<file path="src/common/calc_pkg.sv">
// calc_pkg
// shared constants and types for the serial calculator
// bit timing, ASCII codes, received character view, expression word

package calc_pkg;

    //----------------------------------------------------------------------
    // bit timing
    //----------------------------------------------------------------------
    localparam int CLKS_PER_BIT = 16;                     // CLKOP cycles per serial bit
    localparam int BIT_CNT_W    = $clog2(CLKS_PER_BIT);   // counts 0 .. CLKS_PER_BIT-1

    //----------------------------------------------------------------------
    // character codes
    //----------------------------------------------------------------------
    localparam logic [7:0] CHAR_ESC   = 8'h1B;  // abort partial expression
    localparam logic [7:0] CHAR_PLUS  = 8'h2B;  // '+'
    localparam logic [7:0] CHAR_MINUS = 8'h2D;  // '-', also the result sign
    localparam logic [7:0] CHAR_EQUAL = 8'h3D;  // '='
    localparam logic [7:0] CHAR_CR    = 8'h0D;  // ends every result line

    // upper nibble of '0'..'9'
    localparam logic [3:0] DIGIT_ZONE = 4'h3;

    //----------------------------------------------------------------------
    // types
    //----------------------------------------------------------------------
    // digit view of an ASCII byte
    typedef struct packed {
        logic [3:0] zone;   // 0x3 for a digit
        logic [3:0] value;  // 0..9 when zone matches
    } digit_view_t;

    // received byte, raw or split into zone and value
    typedef union packed {
        logic [7:0]  raw;
        digit_view_t dig;
    } rx_char_u;

    // one parsed expression, a op b
    typedef struct packed {
        logic       op_minus;   // 1: a - b, 0: a + b
        logic [3:0] operand_a;  // first digit
        logic [3:0] operand_b;  // second digit
    } calc_expr_t;

endpackage

</file>
<file path="src/design/cmd_parser.sv">
// cmd_parser
// watches received characters for digit, digit, operator
// pulses o_expr_valid when '+' or '-' completes the pattern
// ESC or a stray character throws away partial input

module cmd_parser import calc_pkg::*; (
    input  logic       i_rst,
    input  logic       CLKOP,
    input  rx_char_u   i_rx_char,
    input  logic       i_rx_valid,
    output calc_expr_t o_expr,
    output logic       o_expr_valid
);

    //----------------------------------------------------------------------
    // character classes
    //----------------------------------------------------------------------
    logic       is_digit;
    logic       is_plus;
    logic       is_minus;
    logic       is_esc;

    logic [1:0] count_q;  // digits taken so far
    calc_expr_t expr_q;   // operands and operator being built

    // digit = zone 0x3 and value 0..9
    assign is_digit = (i_rx_char.dig.zone == DIGIT_ZONE) && (i_rx_char.dig.value <= 4'd9);
    assign is_plus  = (i_rx_char.raw == CHAR_PLUS);
    assign is_minus = (i_rx_char.raw == CHAR_MINUS);
    assign is_esc   = (i_rx_char.raw == CHAR_ESC);

    //----------------------------------------------------------------------
    // progress count and result strobe
    //----------------------------------------------------------------------
    always_ff @(posedge CLKOP or posedge i_rst) begin
        if (i_rst) begin
            count_q      <= 2'd0;
            o_expr_valid <= 1'b0;
        end else begin
            o_expr_valid <= 1'b0;
            if (i_rx_valid) begin
                if (is_esc) begin
                    count_q <= 2'd0;  // abort whatever was typed
                end else if (count_q == 2'd2) begin
                    o_expr_valid <= is_plus | is_minus;  // else expression lost
                    count_q      <= 2'd0;
                end else if (is_digit) begin
                    count_q <= count_q + 2'd1;
                end else begin
                    count_q <= 2'd0;  // non-digit, start over
                end
            end
        end
    end

    // operand store, read through digit view
    always_ff @(posedge CLKOP) begin
        if (i_rx_valid && is_digit) begin
            if (count_q == 2'd0) begin
                expr_q.operand_a <= i_rx_char.dig.value;
            end else if (count_q == 2'd1) begin
                expr_q.operand_b <= i_rx_char.dig.value;
            end
        end
        // operator slot, only used when valid fires
        if (i_rx_valid && count_q == 2'd2) expr_q.op_minus <= is_minus;
    end

    assign o_expr = expr_q;

endmodule

</file>
<file path="src/design/result_fmt.sv">
// result_fmt
// adds or subtracts the two digits of an expression
// sends "=[-][d]d<CR>" one byte at a time over valid/ready
// new expressions are ignored while a result is going out

module result_fmt import calc_pkg::*; (
    input  logic       i_rst,
    input  logic       CLKOP,
    input  calc_expr_t i_expr,
    input  logic       i_expr_valid,
    output logic [7:0] o_res_byte,
    output logic       o_res_valid,
    input  logic       i_res_ready
);

    typedef enum logic [2:0] {F_IDLE, F_EQ, F_SIGN, F_TENS, F_ONES, F_CR} fmt_state_t;

    fmt_state_t state_q;
    calc_expr_t expr_q;  // captured when idle

    logic [4:0] sum;       // 0..18
    logic [4:0] diff_mag;  // 0..9
    logic [4:0] mag;
    logic       neg;
    logic       tens;      // magnitude has two digits
    logic [3:0] ones;
    logic       take;      // byte accepted this cycle

    //----------------------------------------------------------------------
    // arithmetic on the captured digits
    //----------------------------------------------------------------------
    assign neg      = expr_q.op_minus & (expr_q.operand_b > expr_q.operand_a);
    assign sum      = {1'b0, expr_q.operand_a} + {1'b0, expr_q.operand_b};
    assign diff_mag = neg ? {1'b0, expr_q.operand_b} - {1'b0, expr_q.operand_a}
                          : {1'b0, expr_q.operand_a} - {1'b0, expr_q.operand_b};
    assign mag      = expr_q.op_minus ? diff_mag : sum;
    assign tens     = (mag >= 5'd10);
    assign ones     = tens ? 4'(mag - 5'd10) : mag[3:0];

    assign o_res_valid = (state_q != F_IDLE);
    assign take        = o_res_valid & i_res_ready;

    always_ff @(posedge CLKOP or posedge i_rst) begin
        if (i_rst) begin
            state_q <= F_IDLE;
        end else begin
            case (state_q)
                F_IDLE: if (i_expr_valid) state_q <= F_EQ;
                F_EQ: begin
                    if (take) state_q <= neg ? F_SIGN : (tens ? F_TENS : F_ONES);
                end
                F_SIGN: if (take) state_q <= tens ? F_TENS : F_ONES;
                F_TENS: if (take) state_q <= F_ONES;
                F_ONES: if (take) state_q <= F_CR;
                default: if (take) state_q <= F_IDLE;  // CR sent
            endcase
        end
    end

    // expression register, frozen while busy
    always_ff @(posedge CLKOP) begin
        if (state_q == F_IDLE && i_expr_valid) expr_q <= i_expr;
    end

    // byte for the current state
    always_comb begin
        case (state_q)
            F_EQ:    o_res_byte = CHAR_EQUAL;
            F_SIGN:  o_res_byte = CHAR_MINUS;
            F_TENS:  o_res_byte = {DIGIT_ZONE, 4'd1};  // tens digit is at most 1
            F_ONES:  o_res_byte = {DIGIT_ZONE, ones};
            default: o_res_byte = CHAR_CR;
        endcase
    end

endmodule

</file>
<file path="src/design/tx_arbiter.sv">
// tx_arbiter
// merges echo bytes and result bytes onto one transmitter
// one-deep echo buffer, echo has priority

module tx_arbiter import calc_pkg::*; (
    input  logic       i_rst,
    input  logic       CLKOP,
    input  rx_char_u   i_rx_char,
    input  logic       i_rx_valid,
    input  logic [7:0] i_res_byte,
    input  logic       i_res_valid,
    output logic       o_res_ready,
    output logic [7:0] o_tx_byte,
    output logic       o_tx_valid,
    input  logic       i_tx_ready
);

    rx_char_u echo_q;       // byte waiting to be echoed
    logic     echo_full_q;
    logic     echo_take;    // transmitter took the echo

    assign echo_take = echo_full_q & i_tx_ready;

    always_ff @(posedge CLKOP or posedge i_rst) begin
        if (i_rst) begin
            echo_full_q <= 1'b0;
        end else if (i_rx_valid && (!echo_full_q || echo_take)) begin
            echo_full_q <= 1'b1;  // refill, possibly same cycle as drain
        end else if (echo_take) begin
            echo_full_q <= 1'b0;
        end
        // full and not draining: new echo dropped
    end

    always_ff @(posedge CLKOP) begin
        if (i_rx_valid && (!echo_full_q || echo_take)) echo_q <= i_rx_char;
    end

    // echo first, result only when no echo waits
    assign o_tx_valid  = echo_full_q | i_res_valid;
    assign o_tx_byte   = echo_full_q ? echo_q.raw : i_res_byte;
    assign o_res_ready = ~echo_full_q & i_tx_ready;

endmodule

</file>
<file path="src/design/uart_calc_top.sv">
// uart_calc_top
// serial calculator: echo every character, answer "d d op" with the result
// rx -> parser -> formatter -> arbiter -> tx, plus rx -> arbiter for echo

module uart_calc_top import calc_pkg::*; (
    input  logic i_rst,
    input  logic CLKOP,
    input  logic i_rx,
    output logic o_tx
);

    rx_char_u   rx_char;
    logic       rx_valid;
    calc_expr_t expr;
    logic       expr_valid;
    logic [7:0] res_byte;
    logic       res_valid;
    logic       res_ready;
    logic [7:0] tx_byte;
    logic       tx_valid;
    logic       tx_ready;

    //----------------------------------------------------------------------
    // receive side
    //----------------------------------------------------------------------
    uart_rx u_rx (
        .i_rst(i_rst), .CLKOP(CLKOP), .i_rx(i_rx),
        .o_rx_char(rx_char), .o_rx_valid(rx_valid)
    );

    cmd_parser u_parser (
        .i_rst(i_rst), .CLKOP(CLKOP), .i_rx_char(rx_char), .i_rx_valid(rx_valid),
        .o_expr(expr), .o_expr_valid(expr_valid)
    );

    result_fmt u_fmt (
        .i_rst(i_rst), .CLKOP(CLKOP), .i_expr(expr), .i_expr_valid(expr_valid),
        .o_res_byte(res_byte), .o_res_valid(res_valid), .i_res_ready(res_ready)
    );

    //----------------------------------------------------------------------
    // transmit side
    //----------------------------------------------------------------------
    tx_arbiter u_arb (
        .i_rst(i_rst), .CLKOP(CLKOP), .i_rx_char(rx_char), .i_rx_valid(rx_valid),
        .i_res_byte(res_byte), .i_res_valid(res_valid), .o_res_ready(res_ready),
        .o_tx_byte(tx_byte), .o_tx_valid(tx_valid), .i_tx_ready(tx_ready)
    );

    uart_tx u_tx (
        .i_rst(i_rst), .CLKOP(CLKOP), .i_tx_byte(tx_byte), .i_tx_valid(tx_valid),
        .o_tx_ready(tx_ready), .o_tx(o_tx)
    );

endmodule

</file>
<file path="src/uart/uart_rx.sv">
// uart_rx
// 8N1 serial receiver, oversampled by CLKS_PER_BIT on CLKOP
// two-flop sync, start edge detect, mid-bit sampling
// one-cycle o_rx_valid per byte with a good stop bit

module uart_rx import calc_pkg::*; (
    input  logic     i_rst,
    input  logic     CLKOP,
    input  logic     i_rx,
    output rx_char_u o_rx_char,
    output logic     o_rx_valid
);

    typedef enum logic [1:0] {RX_IDLE, RX_START, RX_DATA, RX_STOP} rx_state_t;

    rx_state_t            state_q;
    logic [1:0]           sync_q;     // metastability guard
    logic                 rx_prev_q;  // last synced level
    logic [BIT_CNT_W-1:0] cnt_q;      // cycles within a bit
    logic [2:0]           bit_idx_q;  // data bit number
    rx_char_u             shift_q;    // LSB arrives first

    logic rx_s;
    logic start_edge;
    logic half_bit;
    logic full_bit;

    assign rx_s       = sync_q[1];
    assign start_edge = rx_prev_q & ~rx_s;                           // high to low
    assign half_bit   = (cnt_q == BIT_CNT_W'(CLKS_PER_BIT/2 - 1));  // middle of start bit
    assign full_bit   = (cnt_q == BIT_CNT_W'(CLKS_PER_BIT - 1));    // next mid-bit

    always_ff @(posedge CLKOP or posedge i_rst) begin
        if (i_rst) begin
            state_q    <= RX_IDLE;
            sync_q     <= 2'b11;  // line idles high
            rx_prev_q  <= 1'b1;
            cnt_q      <= '0;
            bit_idx_q  <= '0;
            o_rx_valid <= 1'b0;
        end else begin
            sync_q     <= {sync_q[0], i_rx};
            rx_prev_q  <= rx_s;
            o_rx_valid <= 1'b0;  // pulse only
            case (state_q)
                RX_IDLE: begin
                    cnt_q <= '0;
                    if (start_edge) state_q <= RX_START;
                end
                RX_START: begin
                    if (half_bit) begin
                        cnt_q     <= '0;
                        bit_idx_q <= '0;
                        state_q   <= rx_s ? RX_IDLE : RX_DATA;  // high again = glitch
                    end else begin
                        cnt_q <= cnt_q + BIT_CNT_W'(1);
                    end
                end
                RX_DATA: begin
                    if (full_bit) begin
                        cnt_q     <= '0;
                        bit_idx_q <= bit_idx_q + 3'd1;
                        if (bit_idx_q == 3'd7) state_q <= RX_STOP;
                    end else begin
                        cnt_q <= cnt_q + BIT_CNT_W'(1);
                    end
                end
                default: begin  // RX_STOP
                    if (full_bit) begin
                        o_rx_valid <= rx_s;  // low stop bit drops the byte
                        state_q    <= RX_IDLE;
                    end else begin
                        cnt_q <= cnt_q + BIT_CNT_W'(1);
                    end
                end
            endcase
        end
    end

    // data shifter, holds the byte until the next frame
    always_ff @(posedge CLKOP) begin
        if (state_q == RX_DATA && full_bit) shift_q.raw <= {rx_s, shift_q.raw[7:1]};
    end

    assign o_rx_char = shift_q;

endmodule

</file>
<file path="src/uart/uart_tx.sv">
// uart_tx
// 8N1 serial transmitter with valid/ready input
// start bit begins the cycle after accept, ready returns after stop bit

module uart_tx import calc_pkg::*; (
    input  logic       i_rst,
    input  logic       CLKOP,
    input  logic [7:0] i_tx_byte,
    input  logic       i_tx_valid,
    output logic       o_tx_ready,
    output logic       o_tx
);

    logic                 busy_q;
    logic                 tx_q;       // registered line
    logic [8:0]           shift_q;    // remaining data bits, stop bit on top
    logic [BIT_CNT_W-1:0] cnt_q;
    logic [3:0]           bit_idx_q;  // 0 start, 1..8 data, 9 stop

    logic accept;
    logic bit_end;
    logic last_bit;

    assign accept   = i_tx_valid & ~busy_q;
    assign bit_end  = (cnt_q == BIT_CNT_W'(CLKS_PER_BIT - 1));
    assign last_bit = (bit_idx_q == 4'd9);  // stop bit on the line

    always_ff @(posedge CLKOP or posedge i_rst) begin
        if (i_rst) begin
            busy_q    <= 1'b0;
            tx_q      <= 1'b1;  // idle high
            cnt_q     <= '0;
            bit_idx_q <= '0;
        end else if (accept) begin
            busy_q    <= 1'b1;
            tx_q      <= 1'b0;  // start bit
            cnt_q     <= '0;
            bit_idx_q <= '0;
        end else if (busy_q) begin
            if (bit_end) begin
                cnt_q <= '0;
                if (last_bit) begin
                    busy_q <= 1'b0;  // line already high from stop bit
                end else begin
                    tx_q      <= shift_q[0];
                    bit_idx_q <= bit_idx_q + 4'd1;
                end
            end else begin
                cnt_q <= cnt_q + BIT_CNT_W'(1);
            end
        end
    end

    // payload shifter, LSB first, ones fill behind the stop bit
    always_ff @(posedge CLKOP) begin
        if (accept) begin
            shift_q <= {1'b1, i_tx_byte};
        end else if (busy_q && bit_end && !last_bit) begin
            shift_q <= {1'b1, shift_q[8:1]};
        end
    end

    assign o_tx_ready = ~busy_q;
    assign o_tx       = tx_q;

endmodule

</file>
<file path="config.mk">
export PLATFORM = sky130hd
export DESIGN_NAME = uart_calc_top
export DESIGN_NICKNAME = d
export VERILOG_FILES = /design/src/common/calc_pkg.sv /design/src/design/cmd_parser.sv /design/src/design/result_fmt.sv /design/src/design/tx_arbiter.sv /design/src/design/uart_calc_top.sv /design/src/uart/uart_rx.sv /design/src/uart/uart_tx.sv
export SDC_FILE = /design/constraint.sdc
export NUM_CORES = 1
export LEC_CHECK = 0
export BUFFER_PORTS_ARGS = -buffer_cell sky130_fd_sc_hd__buf_2
export CAP_MARGIN = 20
export CORE_MARGIN = 4
export CORE_UTILIZATION = 55
export CTS_BUF_LIST = sky130_fd_sc_hd__clkbuf_4 sky130_fd_sc_hd__clkbuf_8
export DETAILED_ROUTE_END_ITERATION = 8
export GPL_TIMING_DRIVEN = 0
export MAX_ROUTING_LAYER = met4
export PLACE_DENSITY = 0.84
export SLEW_MARGIN = 20
export SYNTH_ARGS = -nofsm -noshare
export SYNTH_HDL_FRONTEND = slang
export SYNTH_SLANG_ARGS = --single-unit
</file>
<file path="constraint.sdc">
create_clock -name CLKOP -period 2.7 [get_ports CLKOP]
set_input_delay 0.81 -clock CLKOP [delete_from_list [all_inputs] [get_ports CLKOP]]
set_output_delay 0.81 -clock CLKOP [all_outputs]
set_load 0.05 [all_outputs]
</file>
After elaboration in Yosys (flattened, before gate mapping)
Index checks and enable logic that the tools add are counted.
Widths: inputs -> output; s select.
Cells by class
  add/sub/neg operators: 9
  $lt $le $gt $ge: 3
  equality and inequality tests: 28
  mux-type cells: 55
  bitwise gates (word level): 12
  reduce and logical (&&, ||, !) cells: 29
Operator list (number)
  $mux 4: 11
  $mux 3: 10
  $mux 8: 3
  $pmux 6 s4: 1
  $mux 2: 9
  $ne 2x1->1 const B: 9
  $eq 8x6->1 const B: 2
  $mux 1: 15
  $pmux 3 s5: 1
  $add 4x1->4 const B: 3
  $eq 4x4->1 const B: 3
  $pmux 4 s3: 1
  $reduce_bool 2->1: 6
  $mux 5: 2
  $sub 4x4->5: 2
  $reduce_and 3->1: 3
  $eq 8x5->1 const B: 1
  $logic_and 1x1->1: 8
  $and 1x1->1: 6
  $eq 3x2->1 const B: 2
  $eq 3x3->1 const B: 2
  $pmux 2 s3: 1
  $pmux 3 s2: 1
  $reduce_and 6->1: 1
  other kinds (24): 33
Word-level totals
  bits in registers: 72

Depth between registers and ports, before layout
Gate-level depths: netlist of the first run.
  depth after elaboration: 9
  gate-level depth with buffers: 15
  gate-level depth less buffers: 14

Hierarchy
From an unflattened synthesis of the first run, not the netlist that was laid out.
Unflattened totals
  cell total of the unflattened synthesis: 352
  area, all modules: 4096.4 um^2
Modules (own cells, without submodules)
  result_fmt: times used 1, cells an instance 145, area an instance 1291.2 um^2
  uart_rx: times used 1, cells an instance 80, area an instance 964.7 um^2
  uart_tx: times used 1, cells an instance 67, area an instance 872.1 um^2
  cmd_parser: times used 1, cells an instance 36, area an instance 534.3 um^2
  tx_arbiter: times used 1, cells an instance 24, area an instance 434.2 um^2

Worst setup path before layout of the first run
No wires, ideal clock.
  path type: reg-to-reg
  start point: register u_fmt.expr_q[1] (netlist name)
  end point: register u_tx.shift_q[2] (data pin)
  setup time: 0.150 ns
  data arrival time: 2.814 ns
  required time: 2.550 ns
  path slack: -0.264 ns
  stages on the path, launching flop included: 14
  path buffers: 0
  clock period less this slack: 2.964 ns
  cells stage by stage: edfxtp_1 -> inv_1 -> ha_1 -> nand4_2 -> a21boi_2 -> nand2_1 -> mux2i_1 -> mux2i_2 -> inv_1 -> ha_1 -> o31ai_4 -> a41oi_4 -> o221a_1 -> nor3_2
Between the ends
  longest elaborated chain between the ends: 9
  elaborated cells between the ends (all ways): 13
  those cells by class: 4 x add/sub; 2 x order compare; 6 x mux; 1 x bitwise
RTL lines
  start, declared: line result_fmt.sv:19  | calc_expr_t expr_q;
  start signal, assigned: line result_fmt.sv:62  | if (state_q == F_IDLE && i_expr_valid) expr_q <= i_expr;
  $gt 4x4->1: line result_fmt.sv:32  | assign neg = expr_q.op_minus & (expr_q.operand_b > expr_q.operand_a);
  $and 1x1->1: line result_fmt.sv:32
  $mux 5: line result_fmt.sv:34  | assign diff_mag = neg ? {1'b0, expr_q.operand_b} - {1'b0, expr_q.operand_a}
  $mux 5 *: line result_fmt.sv:36  | assign mag = expr_q.op_minus ? diff_mag : sum;
  $sub 4x4->4 or $ge 5x4->1 (tied branches): line result_fmt.sv:38, result_fmt.sv:37
  $mux 4 *: line result_fmt.sv:38  | assign ones = tens ? 4'(mag - 5'd10) : mag[3:0];
  $pmux 6 s4 *: line result_fmt.sv:67  | case (state_q)
  $mux 8 *: line tx_arbiter.sv:41  | assign o_tx_byte = echo_full_q ? echo_q.raw : i_res_byte;
  $mux 8 *: line uart_tx.sv:56  | if (accept) begin
  end signal, assigned: line uart_tx.sv:57  | shift_q <= {1'b1, i_tx_byte};
  end signal, assigned: line uart_tx.sv:59  | shift_q <= {1'b1, shift_q[8:1]};
  end, declared: line uart_tx.sv:16  | logic [8:0] shift_q;
Mark *: on every way between the ends. The rest lies on a longest branch, timed or not.
A chain may end at the register's enable or synchronous reset.

Final worst setup path of the first run
  start point: register u_fmt.expr_q[4] (netlist name)
  end point: register u_fmt.state_q[1]
Between the ends
  longest elaborated chain between the ends: 9
  elaborated cells between the ends (all ways): 13
  those cells by class: 3 x add/sub; 2 x order compare; 7 x mux; 1 x bitwise
RTL lines
  $gt 4x4->1: line result_fmt.sv:32
  $and 1x1->1: line result_fmt.sv:32
  $mux 5: line result_fmt.sv:34
  $mux 5: line result_fmt.sv:36
  $ge 5x4->1: line result_fmt.sv:37  | assign tens = (mag >= 5'd10);
  $mux 3: line result_fmt.sv:50, result_fmt.sv:52
  $mux 3 (2 in a row): line result_fmt.sv:50  | if (take) state_q <= neg ? F_SIGN : (tens ? F_TENS : F_ONES);
  $pmux 3 s5 *: line result_fmt.sv:47  | case (state_q)
  end signal, assigned: line result_fmt.sv:50
  end signal, assigned: line result_fmt.sv:52  | F_SIGN: if (take) state_q <= tens ? F_TENS : F_ONES;
  end, declared: line result_fmt.sv:18  | fmt_state_t state_q;
Mark *: on every way between the ends. The rest lies on a longest branch, timed or not. The select of a mux whose other input is x is not followed.

==> flow_summary.toml, run 1 <==
[run_status]
outcome = "finished, violations left"
violations = "setup timing"

[critical_path]
r2r_start = "u_fmt.expr_q[4]"
crit_path_start_kind = "register"
worst_r2r_endpoint = "u_fmt.state_q[1]"
critPathRequiredTime_ps = 2950
regToRegSetupSlack_ps = -130
setup.worst_path.end_class = "register"
ff2ff_path_depth = 12
worstPathMaxFanout = 5
critPathArrivalTime_ps = 3080
crit_type = "register to register"

[clock_network]
root_buffer = "clkbuf_8"
cts_max_level = 3
cts_hold_buf = 0
cts.sinks = 72
clk_latency_ps = 350
cts_tree = "built"
cts_inserted_buffers = 9
clockBufferDepth = 2
clkTransAtPathRegs_ps = 80

[logic_synthesis]
synth.top_cell.area_share_pct = 33.2
muxShareOfSynthArea_pct = 2.24
yosysUniqueCellTypes = 63
yosysMostFrequentCell = "edfxtp_1"
ys_async_sr_fraction_pct = 41.7
yosysWarnings = 0
synth-compound-area-share_pct = 14.9
synth_common_cells = "42 x edfxtp_1, 29 x nand2_1, 29 x nor2_1"
synth_edf_count = 42
yosys.area.top_type = "edfxtp_1"
synthesis.area_um2 = 3790
synth_fa_ha_area_share_pct = 10.5
ys_seq_elements = 72
synth_nets = 370
netlist_instances = 337
synth-seq-area-share_pct = 53.2
synth-simple-area-share_pct = 13.6
synth-main-ff-cell = "edfxtp_1"
synth_top_family_by_area = "compound AO/OA/AOI/OAI gates"
synth.area.top_cells = "edfxtp_1 33%, dfrtp_1 17%, ha_1 8.9%"
avgSynthCellArea_um2 = 11.3
synth-xor-area-share_pct = 1.58

[global_routing]
antenna_found_initial = 0
grt_pass1_vias = 2718
overflow = 0
grtUsageMet3_pct = 3.40
use_met1_pct = 21.5
grt_max_degree = 31
grt_busiest_layer = "met2"
track_usage_pct = 18.3
grt.met2_usage_pct = 30.4
grt_first_pass_wirelength_mm = 12.0

[timing]
fin_ws_ps = -126
finalCritPeriodShare_pct = 105
slew_headroom_pct = 52.3
fin_crit_ps = 2830
fin_worst_skew_ps = 16.0
fmax_mhz = 354
drv_slew = 0
rsz0062_at_grt = "yes"
worstMarginPinSlew_ps = 714
hold_viol = 0
setup_violations = 5

[route]
vias_per_cell = 5.94
num_vias = 2738
avgRoutedWirePerCell_um = 15.4
ant_nets = 0
drt_pass1_iterations = 5
drt-initial-drc-count = 202
drc = 0
totalWireLength_mm = 7.10

[pwr]
p_leak_nw = 1.87
clkPwrFrac_pct = 35.5
pwr-share-seq_pct = 52.2
peakVddDrop_mv = 0.477
p_per_area_nw_per_um2 = 540
swShare_pct = 26.4
power_frac_comb_pct = 12.3
total_power_mw = 2.40
power.internal_mw = 1.76
p_sw_mw = 0.633

[hold_path]
hold_class = "register to register"
hold_start = "u_rx.sync_q[0]"
hold_path_depth = 0
min_to = "u_rx.sync_q[1]"

[floorplan]
start_util_pct = 56.1
rows = 30
die_x_um = 91.1
ios = 4
dieArea_um2 = 8290
die_h_um = 91.1
coreArea_um2 = 6760

[layout]
layout.area.seq_um2 = 2020
multiInputGateArea_um2 = 1760
syn_to_final_growth_pct = 17.0
num_antenna_cells = 0
nFillCells = 501
final_core_util_pct = 65.7
drive_gt1_share_pct = 22.8
nNetsFinal = 409

[placement]
place.port_buffers = 3
dp_hpwl_mm = 4.63
gp_congestion = 0.913

[run]
drv_cap = 0
==> power groups by stage <==
| stage | registers [mW] | logic (mW) | clock network (mW) |
|---|---|---|---|
| 5_1_grt | 1.26 | 0.339 | 0.922 |
| 3_5_place_dp | 1.27 | 0.298 | 0 |
| 3_3_place_gp | 1.27 | 0.276 | 0 |
| 6_report | 1.25 | 0.296 | 0.851 |
| 4_1_cts | 1.25 | 0.299 | 0.874 |
| 2_1_floorplan | 1.26 | 0.236 | 0 |
==> cell type report <==
| class | count | share of cell area (%) |
|---|---|---|
| tap | 80 | 2.25 |
| clock inverter | 7 | 1.78 |
| multi-input combinational | 227 | 39.6 |
| sequential | 72 | 45.4 |
| timing repair buffer | 28 | 4.74 |
| buffer | 9 | 0.958 |
| clock buffer | 9 | 2.79 |
| inverter | 29 | 2.45 |
==> registers in the layout, summed over array words and instances (netlist names), 4 cells and up <==
name and cells:
u_arb.echo_q 8, u_fmt.expr_q 9, u_parser.o_expr 9, u_rx.cnt_q 4
u_rx.o_rx_char 8, u_tx.bit_idx_q 4, u_tx.cnt_q 4, u_tx.shift_q 8
==> repair_timing <==
action / in CTS / in global routing
cloned: 0 / 0
setup buffers: 17 / 8
setup endpoints to repair: 6 / 6
gates resized for setup: 14 / 10
hold endpoints to repair: 0 / 0
pin swaps: 14 / 12
==> worst max-delay path, cell delays in order, from the launching register on <==
cell	delay, ps
edfxtp_1	430
inv_1	90
ha_2	190
inv_1	60
fa_2	510
mux2i_1	80
mux2i_2	260
inv_2	70
ha_4	180
o31ai_4	320
a41oi_4	90
o311a_1	330
a211oi_2	150
==> per-stage QoR <==
stage	instances	setup WS (ps)	area (µm²)	TNS, ps	hold slack [ps]
final	461	-126	4440	-341	358
after global routing	461	-234	4440	-1010	365
after CTS	453	-124	4350	-441	359
after detailed placement	420	-446	3930	-2020	348
after global placement	420	-330	3930	-1340	347
after floorplan	337	-107	3820	-207	345
==> cell families after synthesis <==
logic type / after synthesis
AOI/OAI and AO/OA: 79
adders and majority gates: 30
buffers and inverters: 38
xor gates and xnor gates: 6
muxes: 8
and+or+nand+nor: 104
DFF: 72
==> cells in the final DEF, fill, tap and decap left out, drive strengths merged, types with 3 or more instances in the layout <==
master / n
inv: 32
nor2b: 4
nor3: 8
a21o: 3
nand2b: 4
clkbuf: 16
nand3: 8
nand2: 29
clkinv: 3
nand3b: 3
fa: 3
o21ai: 16
edfxtp: 42
ha: 27
a31oi: 4
o21a: 3
xor2: 4
o21bai: 3
a211oi: 4
dfrtp: 26
nor2: 30
nand4: 6
mux2i: 7
a21oi: 22
and2: 3
o31ai: 4
o221a: 4
dfstp: 4
buf: 30
nor4: 3
==> worst max-delay path by stage <==
stage,from,to,cells after the start
floorplan,u_fmt.expr_q[2],u_tx.shift_q[2],14
global placement,u_fmt.expr_q[2],u_tx.shift_q[2],14
detailed placement,u_fmt.expr_q[2],u_tx.shift_q[2],14
CTS,u_fmt.expr_q[2],u_fmt.state_q[1],14
global route,u_fmt.expr_q[2],u_fmt.state_q[1],13
finish,u_fmt.expr_q[4],u_fmt.state_q[1],12
==> per-layer routing <==
layer | vias to the layer above | wire [µm]
li1 | 1293 | -
met1 | 1348 | 2970
met2 | 80 | 3690
met3 | 17 | 274
met4 | 0 | 161
met5 | - | 0
Power figures use the tool's default switching activity.
==> inputs of run 2 (changes only) <==
Settings changed: PLACE_DENSITY 0.84 to 0.71.
Clock period 2.7 ns to 3.25 ns, I/O delays scaled along.
==> flow_summary.toml, run 2 (synthesized netlist as in run 1, its figures left out) <==
[run_status]
outcome = "finished clean"

[critical_path]
crit_slowest_cell = "ha_1"
crit_type = "register to register"
setup.worst_path.end_class = "register"
worstPathCellList = "ha_1, nand4_2, a21boi_2, a21bo_1, a31oi_2, xnor2_2, ha_2, o31ai_4, a41oi_4, o221a_1, nor3_2"
worstPathBufferInverterCount = 0
max_stage_delay_ps = 460
ff2ff_path_depth = 11
cp_num_cells = 11
cp_top_family = "compound AO/OA/AOI/OAI gates"
r2r_start = "u_fmt.expr_q[4]"
worstPathMaxFanout = 6
worst_r2r_endpoint = "u_tx.shift_q[2]"
crit_end = "u_tx.shift_q[2]"
cp-startpoint = "u_fmt.expr_q[4]"
critPathArrivalTime_ps = 3170
critPathRequiredTime_ps = 3340
regToRegSetupSlack_ps = 170
crit_path_start_kind = "register"

[clock_network]
clkTransAtPathRegs_ps = 70
root_buffer = "clkbuf_8"
cts_inserted_buffers = 9
cts_max_level = 3
clockBufferDepth = 2
cts_tree = "built"
cts_hold_buf = 0
cts.sinks = 72
clk_latency_ps = 340

[floorplan]
start_util_pct = 56.1
coreArea_um2 = 6760
rows = 30
ios = 4
die_h_um = 91.1
dieArea_um2 = 8290
die_x_um = 91.1

[route]
drt_pass1_iterations = 4
ant_nets = 0
drt-initial-drc-count = 101
vias_per_cell = 5.74
num_vias = 2522
avgRoutedWirePerCell_um = 14.7
drc = 0
totalWireLength_mm = 6.44

[timing]
fmax_mhz = 325
drv_slew = 0
finalCritPeriodShare_pct = 94.8
fin_worst_skew_ps = 12.8
setup_violations = 0
fin_ws_ps = 170
fin_crit_ps = 3080
hold_viol = 0
whs_ps = 358
worstMarginPinSlew_ps = 1010
slew_headroom_pct = 31.9

[global_routing]
grt_max_degree = 31
track_usage_pct = 16.6
grt_pass1_vias = 2361
overflow = 0
antenna_found_initial = 0
grt_first_pass_wirelength_mm = 10.7

[hold_path]
hold_class = "register to register"

[pwr]
p_per_area_nw_per_um2 = 477
total_power_mw = 1.97
peakVddDrop_mv = 0.361
p_leak_nw = 1.76

[placement]
dp_hpwl_mm = 4.51
gp_congestion = 0.879
place.port_buffers = 3
place_ws_ps = -46.2
placed_area_um2 = 3910

[layout]
layout_common_cells = "42 x edfxtp_1, 29 x nand2_1, 29 x nor2_1"
num_antenna_cells = 0
layout.area.seq_um2 = 2020
nNetsFinal = 387
syn_to_final_growth_pct = 9.14
fin_area_um2 = 4140
drive_gt1_share_pct = 13.4
nFillCells = 549
multiInputGateArea_um2 = 1640
final_common_cell = "edfxtp_1"

[run]
drv_cap = 0
## run 2: cell count changes in the layout (fill, tap and decap cells not counted), moves of 3 or more
cell and delta:
inv_1 +3, buf_4 -20, inv_2 -3, inv_6 -3, a21oi_1 +3, ha_1 +6, ha_4 -4
## run 2: power breakdown
part | internal (mW) | leakage, nW | switching, mW | total (mW)
Combinational | 0.101 | 0.862 | 0.139 | 0.240
Sequential | 0.999 | 0.795 | 0.0404 | 1.04
Clock | 0.372 | 0.101 | 0.321 | 0.693
## run 2: worst min-delay path by stage
stage | slack (ps) | cells past startpoint | to | start
floorplan | 350 | 0 | u_rx.sync_q[1] | u_rx.sync_q[0]
global placement | 350 | 0 | u_rx.sync_q[1] | u_rx.sync_q[0]
detailed placement | 350 | 0 | u_rx.sync_q[1] | u_rx.sync_q[0]
CTS | 360 | 0 | u_rx.sync_q[1] | u_rx.sync_q[0]
global route | 370 | 0 | u_rx.sync_q[1] | u_rx.sync_q[0]
finish | 360 | 0 | u_rx.sync_q[1] | u_rx.sync_q[0]
## run 2: cell type report
type / count / area share [%]
clock inverter: 5 / 1.39
buffer: 9 / 1.03
tap: 80 / 2.42
sequential: 72 / 48.7
multi-input combinational: 227 / 39.6
clock buffer: 11 / 3.35
inverter: 29 / 2.63
timing repair buffer: 6 / 0.907
## run 2: timing repair
action / CTS / global route
setup buffers: 2 / 1
endpoints found under the setup margin: 2 / 3
hold endpoints to repair: 0 / 0
pin swaps: 0 / 2
resized for setup: 1 / 2
## run 2: metal layers
metal	vias to the layer above	wire, µm	GRT usage [%]
met5	-	0	-
met4	0	105	6.16
met3	12	222	4.39
met2	47	3110	25.5
met1	1207	3010	21.2
li1	1256	-	-
## run 2: per-stage QoR
stage / utilization [%] / setup TNS [ps] / std cells
floorplan: - / 0 / 337
detailed placement: 57.9 / -46.2 / 420
global placement: 57.9 / 0 / 420
global route: 61.3 / -27.3 / 439
finish: 61.3 / 0 / 439
CTS: 61.0 / 0 / 438
